[src/hdl/vld_pkg.sv]
/*
 * Shared widths and types of the vector load unit.
 * Every RTL file refers to these by scoped name.
 */
package vld_pkg;

  //////////////////////////////
  // Element and id widths
  //////////////////////////////

  // One lane word holds one 64-bit element slot
  localparam int unsigned ElenBits  = 64;
  localparam int unsigned ElenBytes = ElenBits / 8;

  // Instruction ids, one done bit per id
  localparam int unsigned VidWidth = 3;
  localparam int unsigned NrVInsn  = 2 ** VidWidth;

  // Vector length in elements
  localparam int unsigned VlWidth = 10;

  // Remaining byte count, vl scaled by up to 8 bytes per element
  localparam int unsigned ByteCntWidth = VlWidth + 3;

  //////////////////////////////
  // Register file addressing
  //////////////////////////////

  // Word address inside one lane's register file
  localparam int unsigned VaddrWidth = 12;

  // Destination register index
  localparam int unsigned VdWidth = 5;

  // Words per vector register per lane
  // Register vd starts at vd * WordsPerVreg
  localparam int unsigned WordsPerVreg = 8;

  //////////////////////////////
  // Types
  //////////////////////////////

  typedef logic [VidWidth-1:0] vid_t;

  // Element width code, 0..3 for 1, 2, 4 or 8 bytes
  typedef logic [1:0] vsew_t;

  // Load instruction as handed over by the sequencer
  typedef struct packed {
    vid_t               id;
    logic [VdWidth-1:0] vd;
    vsew_t              vsew;
    logic [VlWidth-1:0] vl;
  } vld_insn_t;

  // Write request towards one lane
  typedef struct packed {
    vid_t                  id;
    logic [VaddrWidth-1:0] addr;
    logic [ElenBits-1:0]   data;
    logic [ElenBytes-1:0]  be;
  } vld_lane_wr_t;

  // One bit per instruction id
  typedef logic [NrVInsn-1:0] vld_done_t;

endpackage

[src/hdl/vld_beat_packer.sv]
/*
 * Packs aligned memory read beats into register-file words across all lanes.
 * Byte b of a word lands in lane b/8 at byte b mod 8.
 */
module vld_beat_packer #(
  parameter int unsigned NrLanes      = 4,
  parameter int unsigned AxiDataWidth = 64
) (
  input  logic                                clk_i,
  input  logic                                rst_ni,
  // Instruction being issued
  input  vld_pkg::vld_insn_t                  issue_insn_i,
  input  logic                                issue_valid_i,
  output logic                                issue_done_o,
  // Memory read data
  input  logic [AxiDataWidth-1:0]             axi_r_data_i,
  input  logic                                axi_r_valid_i,
  output logic                                axi_r_ready_o,
  // Packed word towards the result queue
  output vld_pkg::vld_lane_wr_t [NrLanes-1:0] push_word_o,
  output logic                                push_last_o,
  output logic                                push_valid_o,
  input  logic                                push_ready_i
);

  localparam int unsigned WordBytes = NrLanes * vld_pkg::ElenBytes;
  localparam int unsigned BeatBytes = AxiDataWidth / 8;
  localparam int unsigned PntW      = $clog2(WordBytes + 1);
  localparam int unsigned CntW      = vld_pkg::ByteCntWidth;
  localparam int unsigned AddrW     = vld_pkg::VaddrWidth;

  // Beats must tile a word exactly
  if ((NrLanes * vld_pkg::ElenBits) % AxiDataWidth != 0) begin : g_width_check
    $error("AxiDataWidth does not divide the register-file word width");
  end

  // Bytes still to load that drop to zero between instructions
  logic [CntW-1:0]  rem_q;
  logic [CntW-1:0]  rem_cur;
  logic [CntW-1:0]  rem_next;
  logic [CntW-1:0]  full_bytes;
  // Write position inside the word being built
  logic [PntW-1:0]  byte_pnt_q;
  logic [PntW-1:0]  pnt_next;
  // Word index inside the destination register
  logic [AddrW-1:0] word_off_q;
  logic [AddrW-1:0] word_addr;

  logic [WordBytes-1:0][7:0] data_q;
  logic [WordBytes-1:0][7:0] data_d;
  logic [WordBytes-1:0]      be_q;
  logic [WordBytes-1:0]      be_d;

  logic beat_fire;
  logic word_full;

  // Only take a beat when a finished word could be pushed
  assign axi_r_ready_o = issue_valid_i && push_ready_i;
  assign beat_fire     = axi_r_valid_i && axi_r_ready_o;

  // A fresh instruction starts from its full byte count
  assign full_bytes = CntW'(issue_insn_i.vl) << issue_insn_i.vsew;
  assign rem_cur    = (rem_q == '0) ? full_bytes : rem_q;
  assign rem_next   = (rem_cur < CntW'(BeatBytes)) ? '0 : rem_cur - CntW'(BeatBytes);

  // Aligned beats move the pointer by a whole beat
  assign pnt_next  = byte_pnt_q + PntW'(BeatBytes);
  assign word_full = (pnt_next == PntW'(WordBytes));

  assign issue_done_o = beat_fire && (rem_next == '0);
  assign push_valid_o = beat_fire && (word_full || (rem_next == '0));
  assign push_last_o  = issue_done_o;

  assign word_addr = AddrW'(issue_insn_i.vd) * AddrW'(vld_pkg::WordsPerVreg) + word_off_q;

  //////////////////////////////
  // Byte copy
  //////////////////////////////

  always_comb begin
    data_d = data_q;
    be_d   = be_q;
    if (beat_fire) begin
      for (int unsigned b = 0; b < BeatBytes; b++) begin
        // Clip the tail of the last beat
        if (CntW'(b) < rem_cur) begin
          data_d[int'(byte_pnt_q) + b] = axi_r_data_i[8*b +: 8];
          be_d[int'(byte_pnt_q) + b]   = 1'b1;
        end
      end
    end
  end

  // Split the word into lane writes
  always_comb begin
    for (int unsigned l = 0; l < NrLanes; l++) begin
      push_word_o[l].id   = issue_insn_i.id;
      push_word_o[l].addr = word_addr;
      push_word_o[l].data = data_d[l*vld_pkg::ElenBytes +: vld_pkg::ElenBytes];
      push_word_o[l].be   = be_d[l*vld_pkg::ElenBytes +: vld_pkg::ElenBytes];
    end
  end

  always_ff @(posedge clk_i or negedge rst_ni) begin
    if (!rst_ni) begin
      rem_q      <= '0;
      byte_pnt_q <= '0;
      word_off_q <= '0;
      be_q       <= '0;
    end else if (beat_fire) begin
      rem_q <= rem_next;
      if (push_valid_o) begin
        // Word leaves this cycle and an empty one starts
        byte_pnt_q <= '0;
        be_q       <= '0;
        word_off_q <= issue_done_o ? '0 : word_off_q + 1'b1;
      end else begin
        byte_pnt_q <= pnt_next;
        be_q       <= be_d;
      end
    end
  end

  always_ff @(posedge clk_i) begin
    if (beat_fire) begin
      data_q <= push_valid_o ? '0 : data_d;
    end
  end

  // The issuing instruction holds still until its last beat
  assert property (@(posedge clk_i) disable iff (!rst_ni)
    (rem_q != '0) |-> (issue_valid_i && $stable(issue_insn_i)))
    else $error("issuing instruction changed before its last beat");

endmodule

[src/hdl/vld_insn_queue.sv]
/*
 * In-flight load instruction store with accept, issue and commit phases.
 * Reports each instruction done once its last word has been written back.
 */
module vld_insn_queue #(
  parameter int unsigned InsnQueueDepth = 4
) (
  input  logic                 clk_i,
  input  logic                 rst_ni,
  // Sequencer request
  input  vld_pkg::vld_insn_t   pe_req_i,
  input  logic                 pe_req_valid_i,
  output logic                 pe_req_ready_o,
  // Issue side, towards the beat packer
  output vld_pkg::vld_insn_t   issue_insn_o,
  output logic                 issue_valid_o,
  input  logic                 issue_done_i,
  // Commit side, from the result queue
  input  logic                 commit_last_i,
  // Completion towards the sequencer
  output vld_pkg::vld_done_t   pe_done_o,
  output logic                 load_complete_o
);

  localparam int unsigned PtrW = (InsnQueueDepth > 1) ? $clog2(InsnQueueDepth) : 1;
  localparam int unsigned CntW = $clog2(InsnQueueDepth + 1);

  //////////////////////////////
  // Storage and pointers
  //////////////////////////////

  vld_pkg::vld_insn_t insn_q [InsnQueueDepth];

  // One pointer per phase
  logic [PtrW-1:0] accept_pnt_q;
  logic [PtrW-1:0] issue_pnt_q;
  logic [PtrW-1:0] commit_pnt_q;

  // Instructions still to issue, and still to commit
  // Commit count covers the issuing ones too
  logic [CntW-1:0] issue_cnt_q;
  logic [CntW-1:0] commit_cnt_q;

  logic               accept;
  vld_pkg::vld_done_t done_d;

  // Circular pointer step
  function automatic logic [PtrW-1:0] bump(input logic [PtrW-1:0] pnt);
    return (pnt == PtrW'(InsnQueueDepth - 1)) ? '0 : pnt + 1'b1;
  endfunction

  // Full once every slot waits for its commit
  assign pe_req_ready_o = (commit_cnt_q != CntW'(InsnQueueDepth));
  assign accept         = pe_req_valid_i && pe_req_ready_o;

  // Oldest instruction not yet fully issued
  assign issue_insn_o  = insn_q[issue_pnt_q];
  assign issue_valid_o = (issue_cnt_q != '0);

  always_ff @(posedge clk_i) begin
    if (accept) begin
      insn_q[accept_pnt_q] <= pe_req_i;
    end
  end

  always_ff @(posedge clk_i or negedge rst_ni) begin
    if (!rst_ni) begin
      accept_pnt_q <= '0;
      issue_pnt_q  <= '0;
      commit_pnt_q <= '0;
      issue_cnt_q  <= '0;
      commit_cnt_q <= '0;
    end else begin
      if (accept) begin
        accept_pnt_q <= bump(accept_pnt_q);
      end
      if (issue_done_i) begin
        issue_pnt_q <= bump(issue_pnt_q);
      end
      if (commit_last_i) begin
        commit_pnt_q <= bump(commit_pnt_q);
      end
      // Accept and retire may coincide in one cycle
      issue_cnt_q  <= issue_cnt_q + CntW'(accept) - CntW'(issue_done_i);
      commit_cnt_q <= commit_cnt_q + CntW'(accept) - CntW'(commit_last_i);
    end
  end

  //////////////////////////////
  // Completion
  //////////////////////////////

  // Done bit of the instruction at the commit pointer
  always_comb begin
    done_d = '0;
    if (commit_last_i) begin
      done_d[insn_q[commit_pnt_q].id] = 1'b1;
    end
  end

  // Both completion outputs are registered
  always_ff @(posedge clk_i or negedge rst_ni) begin
    if (!rst_ni) begin
      pe_done_o       <= '0;
      load_complete_o <= 1'b0;
    end else begin
      pe_done_o       <= done_d;
      load_complete_o <= commit_last_i;
    end
  end

  // Packer only finishes an instruction this queue handed out
  assert property (@(posedge clk_i) disable iff (!rst_ni)
    issue_done_i |-> (issue_cnt_q != '0))
    else $error("issue done without an issuing instruction");

  // A last word retires only for an instruction past its issue phase
  assert property (@(posedge clk_i) disable iff (!rst_ni)
    commit_last_i |-> (commit_cnt_q > issue_cnt_q))
    else $error("commit of a last word with an empty commit phase");

endmodule

[src/hdl/vld_result_queue.sv]
/*
 * Buffers packed words and hands them to the lanes.
 * A word retires after every lane granted it and sent its final grant.
 */
module vld_result_queue #(
  parameter int unsigned NrLanes          = 4,
  parameter int unsigned ResultQueueDepth = 2
) (
  input  logic                                clk_i,
  input  logic                                rst_ni,
  // Packed words from the beat packer
  input  vld_pkg::vld_lane_wr_t [NrLanes-1:0] push_word_i,
  input  logic                                push_last_i,
  input  logic                                push_valid_i,
  output logic                                push_ready_o,
  // Lane write ports
  output logic                  [NrLanes-1:0] ldu_req_o,
  output vld_pkg::vld_lane_wr_t [NrLanes-1:0] ldu_wr_o,
  input  logic                  [NrLanes-1:0] ldu_gnt_i,
  input  logic                  [NrLanes-1:0] ldu_final_gnt_i,
  // Last word of an instruction written back
  output logic                                commit_last_o
);

  localparam int unsigned PtrW = (ResultQueueDepth > 1) ? $clog2(ResultQueueDepth) : 1;
  localparam int unsigned CntW = $clog2(ResultQueueDepth + 1);

  //////////////////////////////
  // Word storage
  //////////////////////////////

  vld_pkg::vld_lane_wr_t [NrLanes-1:0] word_q [ResultQueueDepth];
  logic [ResultQueueDepth-1:0]         last_q;

  // Lanes that have not yet granted each entry
  logic [ResultQueueDepth-1:0][NrLanes-1:0] pend_q;

  logic [PtrW-1:0]    wr_pnt_q;
  logic [PtrW-1:0]    rd_pnt_q;
  logic [CntW-1:0]    cnt_q;
  // Final grants gathered for the head word
  logic [NrLanes-1:0] fin_q;
  logic [NrLanes-1:0] fin_seen;

  logic push;
  logic retire;

  assign push_ready_o = (cnt_q != CntW'(ResultQueueDepth));
  assign push         = push_valid_i && push_ready_o;

  // Head word drives the lanes
  assign ldu_req_o = pend_q[rd_pnt_q];
  assign ldu_wr_o  = word_q[rd_pnt_q];

  // Head is done when no lane waits and every lane wrote it back
  assign fin_seen      = fin_q | ldu_final_gnt_i;
  assign retire        = (cnt_q != '0) && (pend_q[rd_pnt_q] == '0) && (&fin_seen);
  assign commit_last_o = retire && last_q[rd_pnt_q];

  always_ff @(posedge clk_i) begin
    if (push) begin
      word_q[wr_pnt_q] <= push_word_i;
      last_q[wr_pnt_q] <= push_last_i;
    end
  end

  always_ff @(posedge clk_i or negedge rst_ni) begin
    if (!rst_ni) begin
      pend_q   <= '0;
      wr_pnt_q <= '0;
      rd_pnt_q <= '0;
      cnt_q    <= '0;
      fin_q    <= '0;
    end else begin
      // Grant clears a lane's request
      pend_q[rd_pnt_q] <= pend_q[rd_pnt_q] & ~ldu_gnt_i;
      // New word requests all lanes, later assignment wins on an empty queue
      if (push) begin
        pend_q[wr_pnt_q] <= '1;
        wr_pnt_q <= (wr_pnt_q == PtrW'(ResultQueueDepth - 1)) ? '0 : wr_pnt_q + 1'b1;
      end
      if (retire) begin
        rd_pnt_q <= (rd_pnt_q == PtrW'(ResultQueueDepth - 1)) ? '0 : rd_pnt_q + 1'b1;
        fin_q    <= '0;
      end else begin
        fin_q <= fin_seen;
      end
      cnt_q <= cnt_q + CntW'(push) - CntW'(retire);
    end
  end

  // Lanes only grant what is requested
  assert property (@(posedge clk_i) disable iff (!rst_ni)
    (ldu_gnt_i & ~ldu_req_o) == '0)
    else $error("lane grant without a pending request");

endmodule

[src/hdl/vld_unit.sv]
/*
 * Vector load unit top level.
 * Connects the instruction queue, the beat packer and the result queue.
 */
module vld_unit #(
  parameter int unsigned NrLanes          = 4,
  parameter int unsigned AxiDataWidth     = 64,
  parameter int unsigned InsnQueueDepth   = 4,
  parameter int unsigned ResultQueueDepth = 2
) (
  input  logic                                clk_i,
  input  logic                                rst_ni,
  // Sequencer
  input  vld_pkg::vld_insn_t                  pe_req_i,
  input  logic                                pe_req_valid_i,
  output logic                                pe_req_ready_o,
  output vld_pkg::vld_done_t                  pe_done_o,
  output logic                                load_complete_o,
  // Memory read data
  input  logic [AxiDataWidth-1:0]             axi_r_data_i,
  input  logic                                axi_r_valid_i,
  output logic                                axi_r_ready_o,
  // Lanes
  output logic                  [NrLanes-1:0] ldu_req_o,
  output vld_pkg::vld_lane_wr_t [NrLanes-1:0] ldu_wr_o,
  input  logic                  [NrLanes-1:0] ldu_gnt_i,
  input  logic                  [NrLanes-1:0] ldu_final_gnt_i
);

  // Issue handshake
  vld_pkg::vld_insn_t issue_insn;
  logic               issue_valid;
  logic               issue_done;

  // Word push handshake
  vld_pkg::vld_lane_wr_t [NrLanes-1:0] push_word;
  logic                                push_last;
  logic                                push_valid;
  logic                                push_ready;

  logic commit_last;

  vld_insn_queue #(
    .InsnQueueDepth (InsnQueueDepth)
  ) vld_insn_queue_inst (
    .clk_i           (clk_i),
    .rst_ni          (rst_ni),
    .pe_req_i        (pe_req_i),
    .pe_req_valid_i  (pe_req_valid_i),
    .pe_req_ready_o  (pe_req_ready_o),
    .issue_insn_o    (issue_insn),
    .issue_valid_o   (issue_valid),
    .issue_done_i    (issue_done),
    .commit_last_i   (commit_last),
    .pe_done_o       (pe_done_o),
    .load_complete_o (load_complete_o)
  );

  vld_beat_packer #(
    .NrLanes      (NrLanes),
    .AxiDataWidth (AxiDataWidth)
  ) vld_beat_packer_inst (
    .clk_i         (clk_i),
    .rst_ni        (rst_ni),
    .issue_insn_i  (issue_insn),
    .issue_valid_i (issue_valid),
    .issue_done_o  (issue_done),
    .axi_r_data_i  (axi_r_data_i),
    .axi_r_valid_i (axi_r_valid_i),
    .axi_r_ready_o (axi_r_ready_o),
    .push_word_o   (push_word),
    .push_last_o   (push_last),
    .push_valid_o  (push_valid),
    .push_ready_i  (push_ready)
  );

  vld_result_queue #(
    .NrLanes          (NrLanes),
    .ResultQueueDepth (ResultQueueDepth)
  ) vld_result_queue_inst (
    .clk_i           (clk_i),
    .rst_ni          (rst_ni),
    .push_word_i     (push_word),
    .push_last_i     (push_last),
    .push_valid_i    (push_valid),
    .push_ready_o    (push_ready),
    .ldu_req_o       (ldu_req_o),
    .ldu_wr_o        (ldu_wr_o),
    .ldu_gnt_i       (ldu_gnt_i),
    .ldu_final_gnt_i (ldu_final_gnt_i),
    .commit_last_o   (commit_last)
  );

endmodule

[config.mk]
export PLATFORM = sky130hd
export DESIGN_NAME = vld_unit
export DESIGN_NICKNAME = d
export VERILOG_FILES = /design/src/hdl/vld_pkg.sv /design/src/hdl/vld_beat_packer.sv /design/src/hdl/vld_insn_queue.sv /design/src/hdl/vld_result_queue.sv /design/src/hdl/vld_unit.sv
export SDC_FILE = /design/constraint.sdc
export NUM_CORES = 1
export LEC_CHECK = 0
export ABC_AREA = 1
export BUFFER_PORTS_ARGS = -buffer_cell sky130_fd_sc_hd__buf_2
export CORE_MARGIN = 2
export CORE_UTILIZATION = 43
export DETAILED_ROUTE_END_ITERATION = 8
export GPL_ROUTABILITY_DRIVEN = 0
export PLACE_DENSITY = 0.62
export SYNTH_ARGS = -nofsm -noshare
export SYNTH_HDL_FRONTEND = slang
export SYNTH_SLANG_ARGS = --single-unit
[constraint.sdc]
create_clock -name clk_i -period 29.2 [get_ports clk_i]
set_input_delay 2.92 -clock clk_i [delete_from_list [all_inputs] [get_ports clk_i]]
set_output_delay 2.92 -clock clk_i [all_outputs]
set_load 0.03 [all_outputs]
### Yosys cells after proc, flatten, opt, wreduce, memory -nomap -nowiden

Memory sizes are Yosys's and may differ from the RTL's.
Cells that the tools add are included.

* register bits: 358
* RAM bits: 776
* memories: 2
* output and inout port bits: 363

Memories
* vld_result_queue_inst.word_q: words 2, width 348, rd ports 1, clocked after Yosys merged registers in 0, write ports 1, RTL line vld_result_queue.sv:32 `vld_pkg::vld_lane_wr_t [NrLanes-1:0] word_q [ResultQueueDepth];`
* vld_insn_queue_inst.insn_q: words 4, width 20, rd ports 2, clocked after Yosys merged registers in 0, write ports 1, RTL line vld_insn_queue.sv:32 `vld_pkg::vld_insn_t insn_q [InsnQueueDepth];`

* $add $sub $neg: 22
* multiplexer cells: 103
* reduce and logical (&&, ||, !) cells: 28
* eq/ne operators: 6
* bitwise gates (word level): 12
* magnitude comparators: 31
* shift operators: 1

Operators with widths (count)
* two-way mux 256 bit: 16
* bitwise mux 256 bit: 8
* two-way mux 32 bit: 17
* demux 8 bit (select 5 bit): 8
* bitwise OR 32 bit: 8
* greater-or-equal comparator 32 x 1 -> 1 bit (second input constant): 7
* < comparator 32 x 6 -> 1 bit (second input constant): 7
* two-way mux 8 bit: 10
* < comparator 3 x 13 -> 1 bit (first input constant): 4
* demux 1 bit (select 5 bit): 8
* adder 6 x 3 -> 7 bit (second input constant): 4
* logical NOT 13 bit: 2
* < comparator 1 x 13 -> 1 bit (first input constant): 2
* < comparator 2 x 13 -> 1 bit (first input constant): 2
* two-way mux 13 bit: 2
* logical AND 1 bit: 20
* two-way mux 4 bit: 5
* two-way mux 1 bit: 18
* adder 6 x 2 -> 7 bit (second input constant): 2
* < comparator 13 x 4 -> 1 bit (second input constant): 1
* << shifter 10 x 2 -> 13 bit: 1
* subtractor 13 x 4 -> 13 bit (second input constant): 1
* adder 12 x 1 -> 12 bit (second input constant): 1
* adder 8 x 12 -> 12 bit: 1
* other kinds (36): 48

### Depth between registers and ports, before layout

* word-level depth: 29
* mapped depth: 29

### Cells and area by module

Synthesis repeated with hierarchy kept, for this count alone.

* cell total of the unflattened synthesis: 4484
* area, all modules: 48128.7 µm²

By module, submodules not included
* vld_result_queue: seq. area each 21360.5 µm², area an instance 26242.7 µm², instances 1, cells an instance 1927
* vld_beat_packer: seq. area each 9188.8 µm², area an instance 17837.1 µm², instances 1, cells an instance 2240
* vld_insn_queue: seq. area each 2927.8 µm², area an instance 4048.9 µm², instances 1, cells an instance 317

### Worst setup path after synthesis

OpenSTA, ideal clock, no wires.

* path kind: input -> register
* start: input axi_r_valid_i
* end: memory vld_result_queue_inst.word_q[0][265] (netlist bit), data pin
* library setup time: 0.176 ns
* arrival: 11.355 ns
* stages: 6
* setup slack: 17.669 ns
* required time: 29.024 ns
* cell sequence: nand2_1 > inv_1 > buf_1 > clkbuf_1 > a21oi_1 > inv_1

RTL lines
* start: declaration: RTL line vld_unit.sv:21 `input logic axi_r_valid_i,`
* end: declaration: RTL line vld_result_queue.sv:32

### Worst setup path after layout

* start: input axi_r_valid_i
* end: memory vld_result_queue_inst.word_q[0][280] (netlist bit) (enable)

* longest elaborated chain between the ends: 5

RTL lines
* logical AND 1 bit: RTL line vld_beat_packer.sv:59 `assign beat_fire = axi_r_valid_i && axi_r_ready_o;`
* logical AND 1 bit: RTL line vld_beat_packer.sv:71 `assign push_valid_o = beat_fire && (word_full || (rem_next == '0));`
* logical AND 1 bit: RTL line vld_result_queue.sv:49 `assign push = push_valid_i && push_ready_o;`
* two-way mux 1 bit: RTL line vld_result_queue.sv:61 `if (push) begin`
* two-way mux 1 bit (implied by the code): RTL line vld_result_queue.sv:62 `word_q[wr_pnt_q] <= push_word_i;`

Every way passes these cells.

==> run summary <==
========================================================================================================
Run status                                                                                     completed
Total Power                                                                                      5.73 mW
Core footprint                                                                               103000 um^2
Summed negative setup slack over all endpoints                                                      0 ns
Synthesized area                                                                              44800 um^2
Largest net degree at the start of global routing                                                    186
Final setup violating endpoints                                                                        0
Detail-routed net length per standard cell                                                       18.4 um
Top layer used by detailed routing                                                                  met5
Relative max-transition margin                                                                     0.169
Number of clock buffers inserted by TritonCTS                                                        109
Category of the worst setup path launch point                                               primary input
Worst Skew                                                                                     0.0202 ns
Sinks on the clock net                                                                              1041
Sequential cell area fraction in the yosys report                                                  0.687
Worst-margin pin slew                                                                            1.25 ns
Number of synthesized register bits                                                                 1041
Vias                                                                                               29515
Number of distinct library cells after synthesis                                                      45
Gr ovfl total                                                                                          0
Unrepaired setup endpoints after global routing                                                    false
Sequential fraction of design power                                                                0.393
Required time of the critical path                                                              29.49 ns
Final critical-path required period                                                              7.53 ns
Number of top-level design ports                                                                     459
Number of antenna violations at the first check in global routing                                      6
Routed length on met2                                                                            52.5 mm
Largest fanout on the critical path                                                                  107
Total number of yosys warnings                                                                         0
Reported net switching power                                                                     2.24 mW
Mapped Cells                                                                                        4274
Drt pass-1 iters                                                                                       6
Filler Cell Count                                                                                   9422
Element type at the critical path end                                                           register
Clock network latency to the later pin of the worst-skew pair                                    0.69 ns
DIE HEIGHT                                                                                        327 um
Sw Share                                                                                           0.390
Rows                                                                                                 118
Layout-stage area growth over the synthesis result                                                 14.9%
Number of max-capacitance violations reported                                                          0
Wire length of the first global-routing pass                                                      169 mm
Number of nets with antenna violations after routing                                                   0
Via density per instance                                                                            4.80
WL final                                                                                          113 mm
Hold WC Path Type                                                                           register to register
Final Max Tran Viols                                                                                   0
Deepest level of the CTS H-tree                                                                        3
Clock tree from TritonCTS                                                                           done
Width of the die                                                                                  327 um
Floorplan die area                                                                           107000 um^2
Post-CTS clock slew at the launch and capture registers of the worst setup and hold paths        0.06 ns
Post-CTS Setup Repair Bufs                                                                             0
Final-layout worst hold slack                                                                   0.476 ns
Number of gates resized after CTS                                                                      0
Biggest area consumer among synthesized cells                                                   edfxtp_1
Clock Root Buffer                                                                              clkbuf_16
Initial standard-cell utilization of the core                                                      0.433
Category of the most critical setup path                                                    primary input to register
Nets in the synthesized netlist                                                                     4399
Cell leakage power                                                                               23.0 nW
Clock share of power                                                                               0.243
Ratio of cells with drive above 1 in the final layout                                              0.158
Half-perimeter wire length after placement                                                       71.9 mm
VDD IR max                                                                                       66.8 uV
Max clock buf depth                                                                                    3
Number of DRC violations after detailed routing                                                        0
Post-synthesis average cell area                                                               10.5 um^2
Number of hold-repair buffers added at the cts stage                                                   0
DR WL met3                                                                                       6.98 mm
Relative contribution of combinational cells to total power                                        0.364
IO Port Bufs                                                                                         458
PD cells                                                                                     111 nW/um^2
Detailed Route Iter0 Violations                                                                     2695
Power Internal                                                                                   3.49 mW
# nets final                                                                                        4796
Area share of the leading cell type in the synthesized netlist                                     0.633
Share of the clock period used by the worst path after layout                                      0.258
Ranking of synthesized cells by area                                                        edfxtp_1 (63%), nand2_1 (12%), dfrtp_1 (5.4%)
Maximum operating frequency                                                                    0.133 GHz
Routed met1 length                                                                               49.4 mm
Via count of the first global-routing pass                                                         27659
Crit path arrival time                                                                           7.82 ns
Count of final hold-check violations                                                                   0
Total global routing track utilization                                                             0.209
========================================================================================================
-- power by group through the flow --
stage | sequential (mW) | clock (mW) | combinational, mW
floorplan | 2.30 | 0 | 1.50
global placement | 2.27 | 0 | 2.07
detailed placement | 2.29 | 0 | 2.10
CTS | 2.26 | 1.42 | 2.11
global route | 2.28 | 1.47 | 2.32
finish | 2.26 | 1.39 | 2.09
-- path summary, 6_finish.rpt --
| kind | start | to | slack [ns] | depth (start not counted) |
|---|---|---|---|---|
| min in group asynchronous | rst_ni | vld_beat_packer_inst.be_q[16]$_DFFE_PN0P_ | 2.28 | 1 |
| min | vld_beat_packer_inst.be_q[28]$_DFFE_PN0P_ | vld_beat_packer_inst.be_q[28]$_DFFE_PN0P_ | 0.48 | 2 |
| min reg2reg | vld_beat_packer_inst.be_q[28]$_DFFE_PN0P_ | vld_beat_packer_inst.be_q[28]$_DFFE_PN0P_ | 0.48 | 2 |
| max reg2reg | vld_insn_queue_inst.issue_pnt_q[0]$_DFFE_PN0N_ | vld_result_queue_inst.word_q[0][280]$_DFFE_PP_ | 21.90 | 24 |
| max in group asynchronous | rst_ni | vld_result_queue_inst.rd_pnt_q$_DFFE_PN0P_ | 25.61 | 2 |
| max | axi_r_valid_i | vld_result_queue_inst.word_q[0][280]$_DFFE_PP_ | 21.67 | 10 |
-- per-stage QoR --
step | worst slack (ns) | utilization | cell area [um^2] | std cells
6_report | 21.67 | 0.497 | 51500 | 6147
5_1_grt | 21.12 | 0.497 | 51500 | 6145
4_1_cts | 21.44 | 0.497 | 51500 | 6145
3_5_place_dp | 20.71 | 0.463 | 47900 | 5940
3_3_place_gp | 20.79 | 0.463 | 47900 | 5940
2_1_floorplan | 17.67 | - | 44800 | 4274
-- layer usage --
metal / vias up / GRT usage
li1: 14434 / -
met3: 182 / 0.0366
met5: - / 0
met4: 4 / 0.0836
met2: 788 / 0.332
met1: 14107 / 0.285
-- synth_stat cells --
cell      count
a21oi_1      11
nor2_2       17
nand2_4       3
fa_1          3
xnor2_1       9
dfrtp_1      97
a31o_2        1
inv_1       600
nand3_4       1
ha_1         26
or2_1        24
nor3_1        6
conb_1        1
clkinv_1      3
inv_4         1
buf_6        25
a21oi_2       1
nand2_1    1423
clkbuf_1     78
and3_1        2
o21ai_2      11
o21ai_0     234
nand3b_1     16
nor4_1        2
o22ai_1      12
o21bai_1      1
buf_1         3
mux2i_1       8
nand2_2      11
a32oi_1       3
edfxtp_1    944
o21ai_1      22
buf_4        63
nor2_8        1
a21o_1        1
nor2_1      415
xor2_1       12
a211oi_1      1
or2_2        44
buf_2        27
nand4_1       2
nand3_1      94
inv_2         8
or2_0         1
nor2_4        6
-- layout by cell type, fill, tap and decap left out, drive strengths merged, types with 6 or more instances in the layout --
master  Yosys  layout
a21oi      12      12
edfxtp    944     944
dfrtp      97      97
inv       609     616
nor3        6       6
xnor2       9       9
o22ai      12      12
nand3      95      95
or2        69      69
bufinv      0      11
buf       118     482
nand2    1437    1437
ha         26      26
nand3b     16      16
clkinv      3      37
o21ai     267     267
mux2i       8       8
xor2       12      12
clkbuf     78     150
nor2      439     439
-- kinds of logic (layout without fill, tap and decap cells) --
| family | Yosys count | in the layout | share of synthesized area |
|---|---|---|---|
| other | 1 | 3 | 0.0000837 |
| xor gates and xnor gates | 21 | 21 | 0.00411 |
| adders and majority gates | 29 | 29 | 0.00860 |
| DFF | 1041 | 1041 | 0.687 |
| muxes | 8 | 8 | 0.00179 |
| buffers and inverters | 808 | 1299 | 0.0780 |
| and+or+nand+nor | 2068 | 2068 | 0.185 |
| AOI/OAI and AO/OA | 298 | 298 | 0.0351 |
-- flip-flops by register name, summed over array words and instances, names as in the netlist, 4 cells and up --
register and count:
vld_result_queue_inst.fin_q 4, vld_beat_packer_inst.data_q 256, vld_beat_packer_inst.be_q 32, vld_result_queue_inst.word_q 606, vld_beat_packer_inst.word_off_q 12, vld_insn_queue_inst.insn_q 80
vld_insn_queue_inst.pe_done_o 8, vld_result_queue_inst.pend_q 8, vld_beat_packer_inst.rem_q 13
-- cell type report --
class	count	area [um^2]	area share
multi-input combinational	2425	10500	0.205
clock inverter	55	577	0.0112
antenna	2	5.00	0.0000972
timing repair buffer	482	2520	0.0489
inverter	612	2330	0.0453
tap	1380	1730	0.0335
sequential	1041	30800	0.598
clock buffer	150	3010	0.0585
-- worst max-delay path, cell delays in order --
cell and delay (ns):
buf_2 0.11, nand2_1 0.05, buf_4 0.27, inv_8 0.50
nand3_1 0.54, nand2_8 0.75, nand2_2 0.29, inv_8 0.56
buf_4 0.75, buf_4 0.86
Power figures use the tool's default switching activity.
